$ cat src/mycpu_defs.svh
`ifndef MYCPU_DEFS_SVH
`define MYCPU_DEFS_SVH

// first fetch address after reset
`define MYCPU_RESET_PC 32'h1c00_0000

// data and address width
`define MYCPU_XLEN 32

// register index width
`define MYCPU_RIDX 5

`endif

$ cat src/source/cpu_pkg.sv
`default_nettype none

`include "mycpu_defs.svh"

package cpu_pkg;

    typedef enum logic [2:0] {
        S_IF,
        S_ID,
        S_EXE,
        S_MEM,
        S_WB
    } cpu_state_t;

    typedef enum logic [3:0] {
        ADD,
        SUB,
        SLT,
        SLTU,
        AND,
        NOR,
        OR,
        XOR,
        SLL,
        SRL,
        SRA,
        LUI                                     // src2 passthrough
    } alu_op_t;

    typedef struct packed {
        alu_op_t                alu_op;
        logic [`MYCPU_RIDX-1:0] rj;
        logic [`MYCPU_RIDX-1:0] rk_or_rd;       // rd for beq/bne/st.w
        logic [`MYCPU_RIDX-1:0] dest;           // r1 for bl
        logic [`MYCPU_XLEN-1:0] imm;            // 4 for jirl/bl
        logic [`MYCPU_XLEN-1:0] br_offs;        // already << 2
        logic                   src1_is_pc;
        logic                   src2_is_imm;
        logic                   gr_we;
        logic                   mem_we;
        logic                   res_from_mem;
        logic                   is_jirl;
        logic                   is_b_uncond;    // b and bl
        logic                   is_beq;
        logic                   is_bne;
    } decoded_t;

    typedef struct packed {
        logic [`MYCPU_XLEN-1:0] pc;
        logic [3:0]             we;
        logic [`MYCPU_RIDX-1:0] wnum;
        logic [`MYCPU_XLEN-1:0] wdata;
    } wb_trace_t;

endpackage

`default_nettype wire

$ cat src/source/inst_decode.sv
`timescale 1ns/1ps
`default_nettype none

`include "mycpu_defs.svh"

module inst_decode (
    input  wire [`MYCPU_XLEN-1:0] inst,
    output cpu_pkg::decoded_t     dec
);
    import cpu_pkg::*;

    logic [5:0]  op_31_26;
    logic [3:0]  op_25_22;
    logic [1:0]  op_21_20;
    logic [4:0]  op_19_15;
    logic [4:0]  rd;
    logic [4:0]  rj;
    logic [4:0]  rk;
    logic [11:0] i12;
    logic [19:0] i20;
    logic [15:0] i16;
    logic [25:0] i26;
    logic        rr_grp;
    logic        sh_grp;

    logic inst_add_w, inst_sub_w, inst_slt, inst_sltu;
    logic inst_nor, inst_and, inst_or, inst_xor;
    logic inst_slli_w, inst_srli_w, inst_srai_w;
    logic inst_addi_w, inst_lu12i_w, inst_ld_w, inst_st_w;
    logic inst_jirl, inst_b, inst_bl, inst_beq, inst_bne;
    logic need_ui5, need_si12, need_si20, need_si26;
    logic src2_is_4, src_reg_is_rd;

    assign op_31_26 = inst[31:26];
    assign op_25_22 = inst[25:22];
    assign op_21_20 = inst[21:20];
    assign op_19_15 = inst[19:15];
    assign rd       = inst[4:0];
    assign rj       = inst[9:5];
    assign rk       = inst[14:10];
    assign i12      = inst[21:10];
    assign i20      = inst[24:5];
    assign i16      = inst[25:10];
    assign i26      = {inst[9:0], inst[25:10]};   // offs[25:16] sits low

    assign rr_grp = (op_31_26 == 6'h00) && (op_25_22 == 4'h0) && (op_21_20 == 2'h1);
    assign sh_grp = (op_31_26 == 6'h00) && (op_25_22 == 4'h1) && (op_21_20 == 2'h0);

    assign inst_add_w   = rr_grp && (op_19_15 == 5'h00);
    assign inst_sub_w   = rr_grp && (op_19_15 == 5'h02);
    assign inst_slt     = rr_grp && (op_19_15 == 5'h04);
    assign inst_sltu    = rr_grp && (op_19_15 == 5'h05);
    assign inst_nor     = rr_grp && (op_19_15 == 5'h08);
    assign inst_and     = rr_grp && (op_19_15 == 5'h09);
    assign inst_or      = rr_grp && (op_19_15 == 5'h0a);
    assign inst_xor     = rr_grp && (op_19_15 == 5'h0b);
    assign inst_slli_w  = sh_grp && (op_19_15 == 5'h01);
    assign inst_srli_w  = sh_grp && (op_19_15 == 5'h09);
    assign inst_srai_w  = sh_grp && (op_19_15 == 5'h11);
    assign inst_addi_w  = (op_31_26 == 6'h00) && (op_25_22 == 4'ha);
    assign inst_ld_w    = (op_31_26 == 6'h0a) && (op_25_22 == 4'h2);
    assign inst_st_w    = (op_31_26 == 6'h0a) && (op_25_22 == 4'h6);
    assign inst_jirl    = (op_31_26 == 6'h13);
    assign inst_b       = (op_31_26 == 6'h14);
    assign inst_bl      = (op_31_26 == 6'h15);
    assign inst_beq     = (op_31_26 == 6'h16);
    assign inst_bne     = (op_31_26 == 6'h17);
    assign inst_lu12i_w = (op_31_26 == 6'h05) && !inst[25];

    assign need_ui5      = inst_slli_w | inst_srli_w | inst_srai_w;
    assign need_si12     = inst_addi_w | inst_ld_w | inst_st_w;
    assign need_si20     = inst_lu12i_w;
    assign need_si26     = inst_b | inst_bl;
    assign src2_is_4     = inst_jirl | inst_bl;     // link value pc + 4
    assign src_reg_is_rd = inst_beq | inst_bne | inst_st_w;

    always_comb begin
        dec          = '0;
        dec.rj       = rj;
        dec.rk_or_rd = src_reg_is_rd ? rd : rk;
        dec.dest     = inst_bl ? 5'd1 : rd;

        case (1'b1)
            inst_sub_w:   dec.alu_op = SUB;
            inst_slt:     dec.alu_op = SLT;
            inst_sltu:    dec.alu_op = SLTU;
            inst_and:     dec.alu_op = AND;
            inst_nor:     dec.alu_op = NOR;
            inst_or:      dec.alu_op = OR;
            inst_xor:     dec.alu_op = XOR;
            inst_slli_w:  dec.alu_op = SLL;
            inst_srli_w:  dec.alu_op = SRL;
            inst_srai_w:  dec.alu_op = SRA;
            inst_lu12i_w: dec.alu_op = LUI;
            default:      dec.alu_op = ADD;         // add, addi, ld/st, links
        endcase

        if (src2_is_4)
            dec.imm = 32'd4;
        else if (need_si20)
            dec.imm = {i20, 12'b0};
        else if (need_ui5)
            dec.imm = {27'b0, rk};
        else if (need_si12)
            dec.imm = {{20{i12[11]}}, i12};

        dec.br_offs = need_si26 ? {{4{i26[25]}}, i26, 2'b0}
                                : {{14{i16[15]}}, i16, 2'b0};

        dec.src1_is_pc   = inst_jirl | inst_bl;
        dec.src2_is_imm  = need_ui5 | need_si12 | need_si20 | src2_is_4;
        dec.gr_we        = inst_add_w | inst_sub_w | inst_slt | inst_sltu
                         | inst_nor | inst_and | inst_or | inst_xor
                         | need_ui5 | inst_addi_w | inst_lu12i_w
                         | inst_ld_w | inst_jirl | inst_bl;
        dec.mem_we       = inst_st_w;
        dec.res_from_mem = inst_ld_w;
        dec.is_jirl      = inst_jirl;
        dec.is_b_uncond  = inst_b | inst_bl;
        dec.is_beq       = inst_beq;
        dec.is_bne       = inst_bne;

        assert ($onehot0({dec.is_jirl, dec.is_b_uncond, dec.is_beq, dec.is_bne}));
    end

endmodule

`default_nettype wire

$ cat src/source/alu.sv
`timescale 1ns/1ps
`default_nettype none

`include "mycpu_defs.svh"

module alu (
    input  var cpu_pkg::alu_op_t       op,
    input  wire [`MYCPU_XLEN-1:0]     src1,
    input  wire [`MYCPU_XLEN-1:0]     src2,
    output logic [`MYCPU_XLEN-1:0]    result
);
    import cpu_pkg::*;

    logic [4:0] shamt;

    assign shamt = src2[4:0];

    always_comb begin
        case (op)
            ADD:     result = src1 + src2;
            SUB:     result = src1 - src2;
            SLT:     result = {31'b0, $signed(src1) < $signed(src2)};
            SLTU:    result = {31'b0, src1 < src2};
            AND:     result = src1 & src2;
            NOR:     result = ~(src1 | src2);
            OR:      result = src1 | src2;
            XOR:     result = src1 ^ src2;
            SLL:     result = src1 << shamt;
            SRL:     result = src1 >> shamt;
            SRA:     result = $unsigned($signed(src1) >>> shamt);
            LUI:     result = src2;                 // imm already << 12
            default: result = '0;
        endcase
    end

endmodule

`default_nettype wire

$ cat src/source/regfile.sv
`timescale 1ns/1ps
`default_nettype none

`include "mycpu_defs.svh"

module regfile (
    input  wire                     clk,
    input  wire [`MYCPU_RIDX-1:0]   raddr1,
    input  wire [`MYCPU_RIDX-1:0]   raddr2,
    output logic [`MYCPU_XLEN-1:0]  rdata1,
    output logic [`MYCPU_XLEN-1:0]  rdata2,
    input  wire                     we,
    input  wire [`MYCPU_RIDX-1:0]   waddr,
    input  wire [`MYCPU_XLEN-1:0]   wdata
);

    logic [`MYCPU_XLEN-1:0] rf [31:1];              // no storage for r0

    always_ff @(posedge clk) begin
        if (we && (waddr != '0))
            rf[waddr] <= wdata;
    end

    assign rdata1 = (raddr1 == '0) ? '0 : rf[raddr1];
    assign rdata2 = (raddr2 == '0) ? '0 : rf[raddr2];

    // r0 stays zero even right after a write aimed at it
    a_r0_zero: assert property (@(posedge clk)
        (we && (waddr == '0)) |=> ((raddr1 != '0) || (rdata1 == '0))
                                && ((raddr2 != '0) || (rdata2 == '0)));

endmodule

`default_nettype wire

$ cat src/source/mycpu_top.sv
`timescale 1ns/1ps
`default_nettype none

`include "mycpu_defs.svh"

module mycpu_top (
    input  wire                     clk,
    input  wire                     reset,
    output logic                    inst_sram_we,
    output logic [`MYCPU_XLEN-1:0]  inst_sram_addr,
    output logic [`MYCPU_XLEN-1:0]  inst_sram_wdata,
    input  wire [`MYCPU_XLEN-1:0]   inst_sram_rdata,
    output logic                    data_sram_we,
    output logic [`MYCPU_XLEN-1:0]  data_sram_addr,
    output logic [`MYCPU_XLEN-1:0]  data_sram_wdata,
    input  wire [`MYCPU_XLEN-1:0]   data_sram_rdata,
    output logic [`MYCPU_XLEN-1:0]  debug_wb_pc,
    output logic [3:0]              debug_wb_rf_we,
    output logic [`MYCPU_RIDX-1:0]  debug_wb_rf_wnum,
    output logic [`MYCPU_XLEN-1:0]  debug_wb_rf_wdata
);
    import cpu_pkg::*;

    cpu_state_t             state;
    cpu_state_t             state_next;
    decoded_t               dec;
    wb_trace_t              trace;

    logic [`MYCPU_XLEN-1:0] pc;
    logic [`MYCPU_XLEN-1:0] ir;
    logic [`MYCPU_XLEN-1:0] inst_word;
    logic [`MYCPU_XLEN-1:0] rj_q;
    logic [`MYCPU_XLEN-1:0] rkd_q;
    logic [`MYCPU_XLEN-1:0] load_q;
    logic [`MYCPU_XLEN-1:0] rf_rdata1;
    logic [`MYCPU_XLEN-1:0] rf_rdata2;
    logic [`MYCPU_XLEN-1:0] alu_src1;
    logic [`MYCPU_XLEN-1:0] alu_src2;
    logic [`MYCPU_XLEN-1:0] alu_result;
    logic [`MYCPU_XLEN-1:0] seq_pc;
    logic [`MYCPU_XLEN-1:0] br_target;
    logic [`MYCPU_XLEN-1:0] wb_data;
    logic                   br_only;
    logic                   br_taken;
    logic                   jump_link;
    logic                   redirect;
    logic                   rf_we;

    // the fetched word only arrives in ID, the IR holds it afterwards
    assign inst_word = (state == S_ID) ? inst_sram_rdata : ir;

    inst_decode u_decode (
        .inst (inst_word),
        .dec  (dec)
    );

    regfile u_regfile (
        .clk    (clk),
        .raddr1 (dec.rj),
        .raddr2 (dec.rk_or_rd),
        .rdata1 (rf_rdata1),
        .rdata2 (rf_rdata2),
        .we     (rf_we),
        .waddr  (dec.dest),
        .wdata  (wb_data)
    );

    assign alu_src1 = dec.src1_is_pc ? pc : rj_q;
    assign alu_src2 = dec.src2_is_imm ? dec.imm : rkd_q;

    alu u_alu (
        .op     (dec.alu_op),
        .src1   (alu_src1),
        .src2   (alu_src2),
        .result (alu_result)
    );

    assign br_only   = dec.is_beq | dec.is_bne | (dec.is_b_uncond & ~dec.gr_we);
    assign br_taken  = dec.is_b_uncond
                     | (dec.is_beq && (rf_rdata1 == rf_rdata2))
                     | (dec.is_bne && (rf_rdata1 != rf_rdata2));
    assign jump_link = dec.is_jirl | (dec.is_b_uncond & dec.gr_we);   // jirl, bl
    assign redirect  = (state == S_ID) ? br_taken : jump_link;
    assign seq_pc    = pc + 32'd4;
    assign br_target = (dec.is_jirl ? rj_q : pc) + dec.br_offs;

    always_comb begin
        case (state)
            S_IF:    state_next = S_ID;
            S_ID:    state_next = br_only ? S_IF : S_EXE;
            S_EXE:   state_next = (dec.mem_we | dec.res_from_mem) ? S_MEM : S_WB;
            S_MEM:   state_next = dec.res_from_mem ? S_WB : S_IF;
            S_WB:    state_next = S_IF;
            default: state_next = S_IF;
        endcase
    end

    always_ff @(posedge clk) begin
        if (reset) begin
            state <= S_IF;
            pc    <= `MYCPU_RESET_PC;
        end else begin
            state <= state_next;
            if (state_next == S_IF)                 // last cycle of this inst
                pc <= redirect ? br_target : seq_pc;
        end
    end

    always_ff @(posedge clk) begin
        if (state == S_ID) begin
            ir    <= inst_sram_rdata;
            rj_q  <= rf_rdata1;
            rkd_q <= rf_rdata2;
        end
        if (state == S_MEM)
            load_q <= data_sram_rdata;
    end

    assign inst_sram_we    = 1'b0;
    assign inst_sram_addr  = pc;
    assign inst_sram_wdata = '0;

    assign data_sram_we    = (state == S_EXE) && dec.mem_we;
    assign data_sram_addr  = alu_result;
    assign data_sram_wdata = rkd_q;

    assign wb_data = dec.res_from_mem ? load_q : alu_result;
    assign rf_we   = (state == S_WB) && dec.gr_we && (dec.dest != '0);

    assign trace.pc    = pc;
    assign trace.we    = {4{rf_we}};
    assign trace.wnum  = dec.dest;
    assign trace.wdata = wb_data;

    assign debug_wb_pc       = trace.pc;
    assign debug_wb_rf_we    = trace.we;
    assign debug_wb_rf_wnum  = trace.wnum;
    assign debug_wb_rf_wdata = trace.wdata;

    a_store_in_exe: assert property (@(posedge clk) disable iff (reset)
        data_sram_we |-> (state == S_EXE) && $past(state == S_ID));

    a_trace_in_wb: assert property (@(posedge clk) disable iff (reset)
        (debug_wb_rf_we != '0) |-> (state == S_WB));

    // every state lasts one cycle
    a_state_moves: assert property (@(posedge clk) disable iff (reset)
        !$past(reset) |-> (state != $past(state)));

endmodule

`default_nettype wire

$ cat config.mk
export PLATFORM = sky130hd
export DESIGN_NAME = mycpu_top
export DESIGN_NICKNAME = d
export VERILOG_FILES = /design/src/source/cpu_pkg.sv /design/src/source/inst_decode.sv /design/src/source/alu.sv /design/src/source/regfile.sv /design/src/source/mycpu_top.sv
export VERILOG_INCLUDE_DIRS = /design/src
export SDC_FILE = /design/constraint.sdc
export NUM_CORES = 2
export LEC_CHECK = 0
export BUFFER_PORTS_ARGS = -buffer_cell sky130_fd_sc_hd__buf_2
export CAP_MARGIN = 20
export CELL_PAD_IN_SITES_DETAIL_PLACEMENT = 2
export CELL_PAD_IN_SITES_GLOBAL_PLACEMENT = 2
export CORE_MARGIN = 8
export CORE_UTILIZATION = 41
export CTS_CLUSTER_DIAMETER = 40
export DETAILED_ROUTE_END_ITERATION = 12
export PLACE_DENSITY_LB_ADDON = 0.1
export RECOVER_POWER = 100
export SLEW_MARGIN = 10
export SYNTH_ARGS = -nofsm -noshare
export SYNTH_HDL_FRONTEND = slang
export SYNTH_SLANG_ARGS = --single-unit
export TNS_END_PERCENT = 10
$ cat constraint.sdc
create_clock -name clk -period 21.8 [get_ports clk]
set_clock_uncertainty 0.05 [all_clocks]
set_input_delay 6.54 -clock clk [delete_from_list [all_inputs] [get_ports clk]]
set_output_delay 6.54 -clock clk [all_outputs]
set_load 0.05 [all_outputs]
# Word level (Yosys, flattened, before mapping)
# Memories as Yosys holds them, arrays and structs flattened.
# Cells that the tools add are included.
# word_totals
in_bits	66
regBits	163
memories	1
word_cells	160
ram_bits	992
out_inout_bits	203
# memory_table
memory	words	word_bits	rd	rd_clocked_by_memory_dff	wr	line_no	source
u_regfile.rf	31	32	2	0	1	regfile.sv:17	logic [`MYCPU_XLEN-1:0] rf [31:1];
# op_classes
bitwise_logic	36
addsub	4
n_mux	34
shift	3
n_lt_le_gt_ge	2
reduce_logical	36
n_eq_ne	38
# op_table
cell	count
$mux 32	13
$pmux 32 s12	1
$add 32x32->32	2
$lt 32x32->1	2
$mux 4	11
$add 32x3->32 const B	1
$and 32x32->32	1
$eq 32x32->1	1
$ne 32x32->1	1
$not 32->32	1
$or 32x32->32	1
$shl 32x5->32	1
$shr 32x5->32	1
$sshr 32x5->32	1
$sub 32x32->32	1
$xor 32x32->32	1
$eq 6x5->1 const B	5
$or 1x1->1	29
$logic_and 1x1->1	25
$eq 4x3->1 const B	5
$eq 4x4->1 const B	5
$eq 5x4->1 const B	4
$logic_not 5->1	3
$eq 4x2->1 const B	3
24 further kinds	34

# Logic depth before layout (Yosys ltp)
# logic_depth
ltp_word	25
mapped_depth	33
ltp_nobuf	27

# Hierarchy
# A second synthesis with hierarchy kept.
# hier_totals
hier_cells	5011
area_unflattened_um2	66861.6
# by_module_without_submodules
mod	area_each_um2	seq_area_each_um2	cells_per_inst	n_inst
regfile	46489.6	29788.6	2593	1
mycpu_top	10043.4	4224.1	950	1
alu	9185.1	0.0	1313	1
inst_decode	1143.6	0.0	155	1

# Least setup slack after synthesis
# No wires, ideal clock.
# synth_path
path_kind	in2out
start	input port inst_sram_rdata[24]
end	output port debug_wb_rf_wdata[0]
t_required_ns	15.210
arrival_ns	14.321
n_path_buf	3
slack_ns	0.889
cell_stages	28
path_cell_list	mux2i_2 > inv_1 > a211o_1 > a2111oi_0 > a2bb2oi_1 > mux2_2 > clkbuf_1 > clkbuf_1 > buf_2 > ha_1 > inv_1 > fa_1 > a21oi_1 > o21bai_1 > a21oi_1 > o21bai_1 > a21oi_1 > o31ai_1 > a21boi_0 > o211ai_1 > a311o_1 > a311o_1 > and2_1 > a2111oi_0 > nor2_1 > nand3_1 > nor2_1 > nor2_1
# synth_between
elab_chain_len	18
word_cells_on_any_way	70
cone_classes	add/sub (2); order compare (2); eq/ne (15); shift (3); mux (18); bitwise (11); reduce/logical (19)
# synth_lines
item	line_no	source
start: declaration	mycpu_top.sv:12	input wire [`MYCPU_XLEN-1:0] inst_sram_rdata,
$mux 32 (*)	-	
parallel branches: the longest is 15 deep, another holds $sub 32x32->32	-	
$pmux 32 s12 (*)	alu.sv:19	case (op)
named net data_sram_addr[0]	mycpu_top.sv:14	output logic [`MYCPU_XLEN-1:0] data_sram_addr,
$mux 32 (*)	mycpu_top.sv:127	assign wb_data = dec.res_from_mem ? load_q : alu_result;
end: declaration	mycpu_top.sv:20	output logic [`MYCPU_XLEN-1:0] debug_wb_rf_wdata
# Mark *: on every way through the listed nets, which the timed path passes.

# Worst setup path after layout
# layout_path
start	input port inst_sram_rdata[1]
end	register pc[8], in the netlist debug_wb_pc[8]
# layout_between
elab_chain_len	10
word_cells_on_any_way	13
cone_classes	eq/ne (2); mux (5); bitwise (2); reduce/logical (3); memory (1)
# layout_lines
item	line_no	source
$mux 32 (*)	-	
$mux 5 (*)	inst_decode.sv:80	dec.rk_or_rd = src_reg_is_rd ? rd : rk;
$mem_v2 31x32 or $logic_not 5->1 (tied branches)	-	
$mux 32 (*)	regfile.sv:25	assign rdata2 = (raddr2 == '0) ? '0 : rf[raddr2];
named net rf_rdata2[19]	mycpu_top.sv:36	logic [`MYCPU_XLEN-1:0] rf_rdata2;
$eq 32x32->1	mycpu_top.sv:80	| (dec.is_beq && (rf_rdata1 == rf_rdata2))
$logic_and 1x1->1	mycpu_top.sv:80	
$or 1x1->1	mycpu_top.sv:80	
$or 1x1->1 (*)	mycpu_top.sv:81	| (dec.is_bne && (rf_rdata1 != rf_rdata2));
$mux 1 (*)	mycpu_top.sv:83	assign redirect = (state == S_ID) ? br_taken : jump_link;
$mux 32 (*)	mycpu_top.sv:105	pc <= redirect ? br_target : seq_pc;
end signal: assignment	mycpu_top.sv:101	pc <= `MYCPU_RESET_PC;
end signal: assignment	mycpu_top.sv:105	
end: declaration	mycpu_top.sv:29	logic [`MYCPU_XLEN-1:0] pc;
# Mark *: on every way through the listed nets, which the timed path passes. The rest lies on a longest branch.
# A chain may end at the register's enable or synchronous reset.

==> results.yml <==
run_status:
  outcome: "finished, violations left"
  violations: "max-capacitance violations, max-slew violations, negative setup slack"
drt:
  drt_first_pass_iters: 6
  vias_per_cell: 7.25
  vias: 71800
  postRouteAntennaNets: 0
  drc: 0
  wirelength_um: 419000
  first_iter_violations: 9292
  wire_per_inst_um: 42.3
worst_setup_path:
  r2r_end: "debug_wb_pc[8]$_SDFFE_PP0N_"
  cp_max_fo: 43
  worstPathArrival_ns: 22.86
  r2r_slack_ns: 1.96
  crit_required_ns: 22.49
  start_kind: "input port"
  cp-end-kind: "flop"
  critical_path_class: "input port to flop"
  reg2reg_depth: 22
  worstReg2RegStart: "state[2]$_SDFF_PP0_"
sta:
  slew_viol_final: 2167
  period_minus_slack_ns: 22.17
  setup_viol: 30
  finalHoldViolCount: 0
  tightest_slew_ns: 9.29
  fmax_mhz: 45.1
  slew_headroom_pct: -520
  finalCritPeriodShare_pct: 102
  rsz0062_at_grt: "false"
  fin_ws_ns: -0.372
pwr:
  power_frac_seq_pct: 22.6
  leakage_nw: 29.1
  p_sw_share_pct: 51.9
  combinationalPowerShare_pct: 54.7
  power_density_nw_per_um2: 191
  finalPower_mw: 15.3
  p_int_mw: 7.37
  vdd_drop_max_mv: 0.169
  power.switching_mw: 7.96
  pwr-share-clk_pct: 22.7
floorplan:
  rows: 151
  dieArea_um2: 184000
  io_pins: 269
  start_util_pct: 41.2
  die_x_um: 429
  floorplan.die.height_um: 429
  core-area_um2: 169000
clock_tree:
  cts_sinks: 1155
  cts_made_buffers: 209
  h-tree-depth: 4
  cts.repair.resized: 0
  clkLatencyLatePin_ns: 0.91
  cts.reportedPaths.clkPinSlew_ns: 0.05
  clockBufferDepth: 3
  cts_setup_buffers: 0
  root_buffer: "clkbuf_16"
  cts_tree: "built"
  hold_buffers: 0
global_route:
  grt_pass1_vias: 73400
  grt_usage_pct: 43.5
  grt-ovfl-total: 0
  antenna_found_initial: 46
  grt_max_degree: 161
  grt_pass1_wl_um: 578000
logic_synthesis:
  synth_area_leader_cell: "edfxtp_1"
  synth-main-ff-cell: "edfxtp_1"
  synth_warnings: 0
  async_flop_share_pct: 0
  synth_top_area_share_pct: 46.8
  ys_seq_area_share_pct: 48.7
  syn_area_um2: 69800
  synth-edff-count: 1088
  ys_types: 106
  synthCells: 7403
  synth_area_leaders: "edfxtp_1, nand2_1, nand3_1"
  ys_ff_latch: 1155
  synth.avg_cell_area_um2: 9.43
cells_and_area:
  finalNetCount: 7673
  layout-drive-gt1-share_pct: 10.5
  fillers: 17800
  syn_to_final_growth_pct: 15.2
  fin_cells: 9910
run:
  maxCapViolCount: 81
min_path:
  hp-class: "flop to flop"
  hold-path-cell-count: 2
  min_to: "ir[31]$_DFF_P_"
  hold_start: "ir[31]$_DFF_P_"
place:
  placed_cells: 9476
  port-buffer-count: 235
  place_congestion: 1.01
  hpwl_um: 265000
Yosys cell counts, drive strengths merged, types with 25 or more instances:
| cell | n |
|---|---|
| a2111oi | 35 |
| a211oi | 206 |
| a21o | 31 |
| a21oi | 316 |
| a221oi | 38 |
| a22o | 26 |
| a22oi | 43 |
| a311oi | 221 |
| a31oi | 110 |
| and3 | 173 |
| buf | 298 |
| clkbuf | 372 |
| dfxtp | 67 |
| edfxtp | 1088 |
| ha | 130 |
| inv | 142 |
| mux2 | 83 |
| mux2i | 268 |
| nand2 | 1637 |
| nand3 | 663 |
| nand4 | 32 |
| nor2 | 389 |
| nor3 | 87 |
| o211ai | 55 |
| o21ai | 291 |
| o21bai | 26 |
| o22ai | 61 |
| o31ai | 25 |
| xnor2 | 32 |
cell usage in the layout (no fill, tap or decap), types with 24 or more instances in the layout:
cell type | netlist | routed
nand2_1 | 1637 | 1633
edfxtp_1 | 1088 | 1088
nand3_1 | 661 | 661
nor2_1 | 386 | 359
a21oi_1 | 312 | 308
clkbuf_1 | 372 | 281
o21ai_0 | 277 | 277
mux2i_1 | 262 | 243
a311oi_1 | 221 | 221
clkbuf_16 | 0 | 209
a211oi_1 | 206 | 205
and3_1 | 173 | 173
buf_4 | 89 | 164
inv_1 | 138 | 135
ha_1 | 130 | 130
a31oi_1 | 109 | 106
nor3_1 | 85 | 81
dfxtp_1 | 67 | 67
mux2_2 | 75 | 62
o22ai_1 | 61 | 60
o211ai_1 | 55 | 55
buf_2 | 96 | 50
a22oi_1 | 43 | 43
a221oi_1 | 38 | 38
clkinv_1 | 8 | 37
bufinv_16 | 0 | 34
conb_1 | 1 | 33
clkinv_2 | 0 | 33
xnor2_1 | 32 | 32
nand4_1 | 32 | 32
diode_2 | 0 | 31
a2111oi_0 | 31 | 31
a21o_1 | 31 | 29
a22o_1 | 26 | 26
o21bai_1 | 26 | 26
clkinvlp_4 | 0 | 25
o31ai_1 | 25 | 24
state kept, by name (all words and copies together), names as in the netlist:
signal	count
data_sram_wdata	32
ir	32
state	3
load_q	32
u_regfile.rf	992
rj_q	32
debug_wb_pc	32
through the flow:
step	hold WS [ns]	setup TNS, ns	worst slack [ns]	instance area [um^2]	utilization (%)
after CTS	0.438	0	0.840	81200	47.9
final	0.436	-4.68	-0.372	80400	47.5
after global placement	0.411	0	1.05	73800	43.6
after global routing	0.479	0	0.129	80300	47.5
after floorplan	0.394	0	0.889	69900	-
after detailed placement	0.420	0	0.871	73800	43.6
cell type report:
type / instances / area, um^2 / area share (%)
Sequential cell: 1155 / 34000 / 42.3
Clock buffer: 228 / 5300 / 6.59
Antenna cell: 31 / 77.6 / 0.0965
Timing Repair Buffer: 498 / 2740 / 3.40
Inverter: 150 / 588 / 0.731
Multi-Input combinational cell: 5460 / 32800 / 40.8
Tap cell: 2218 / 2780 / 3.45
Clock inverter: 170 / 2080 / 2.58
logic make-up after synthesis:
family                   count (synthesis)  share of synthesized area (%)
AND/OR/NAND/NOR                       3123                           19.5
AO/OA/AOI/OAI                         1750                           17.6
flip-flops                            1155                           48.7
buffers and inverters                  820                           5.17
multiplexers                           371                           5.86
adder cells (fa/ha/maj)                133                           2.42
XOR/XNOR                                50                          0.627
other                                    1                        0.00537
worst max-delay path by stage:
| stage | start | endpoint | slack (ns) | depth (start not counted) |
|---|---|---|---|---|
| 6_report | inst_sram_rdata[1] | debug_wb_pc[8]$_SDFFE_PP0N_ | -0.37 | 21 |
| 5_1_grt | inst_sram_rdata[28] | debug_wb_rf_wdata[25] | 0.13 | 27 |
| 4_1_cts | inst_sram_rdata[30] | debug_wb_rf_wdata[24] | 0.84 | 24 |
| 3_5_place_dp | inst_sram_rdata[30] | debug_wb_rf_wdata[24] | 0.87 | 24 |
| 3_3_place_gp | inst_sram_rdata[30] | debug_wb_rf_wdata[24] | 1.05 | 24 |
| 2_1_floorplan | inst_sram_rdata[24] | debug_wb_rf_wdata[0] | 0.89 | 28 |
per-layer routing:
metal / global-route usage (%) / vias up / routed length (um)
met4: 33.9 / 24 / 40200
met1: 50.9 / 36900 / 148000
met3: 13.4 / 1790 / 48800
li1: - / 27900 / -
met5: 0 / - / 161
met2: 66.3 / 5309 / 182000
critical path: stages:
cell and delay, ns:
buf_2 0.10, mux2i_1 0.24, clkbuf_1 2.62, clkbuf_1 1.80
clkinv_1 0.25, clkbuf_1 1.22, a21oi_1 0.62, clkbuf_1 2.46
a211oi_1 1.21, clkbuf_1 1.00, nand3_1 0.28, o2111ai_1 0.21
o22ai_1 0.50, xnor2_1 0.36, o2111ai_1 0.21, nor4_1 0.32
nand4b_1 0.56, or3_1 0.65, a31oi_4 0.86, mux2i_1 0.19
a2111oi_0 0.49
power groups by stage:
stage	sequential [mW]	combinational, mW	clock [mW]
after floorplan	3.51	4.30	0
after global placement	3.45	7.83	0
after detailed placement	3.46	8.01	0
after CTS	3.41	8.08	3.48
after global routing	3.46	8.45	3.56
final	3.46	8.39	3.48
Power figures use the tool's default switching activity.
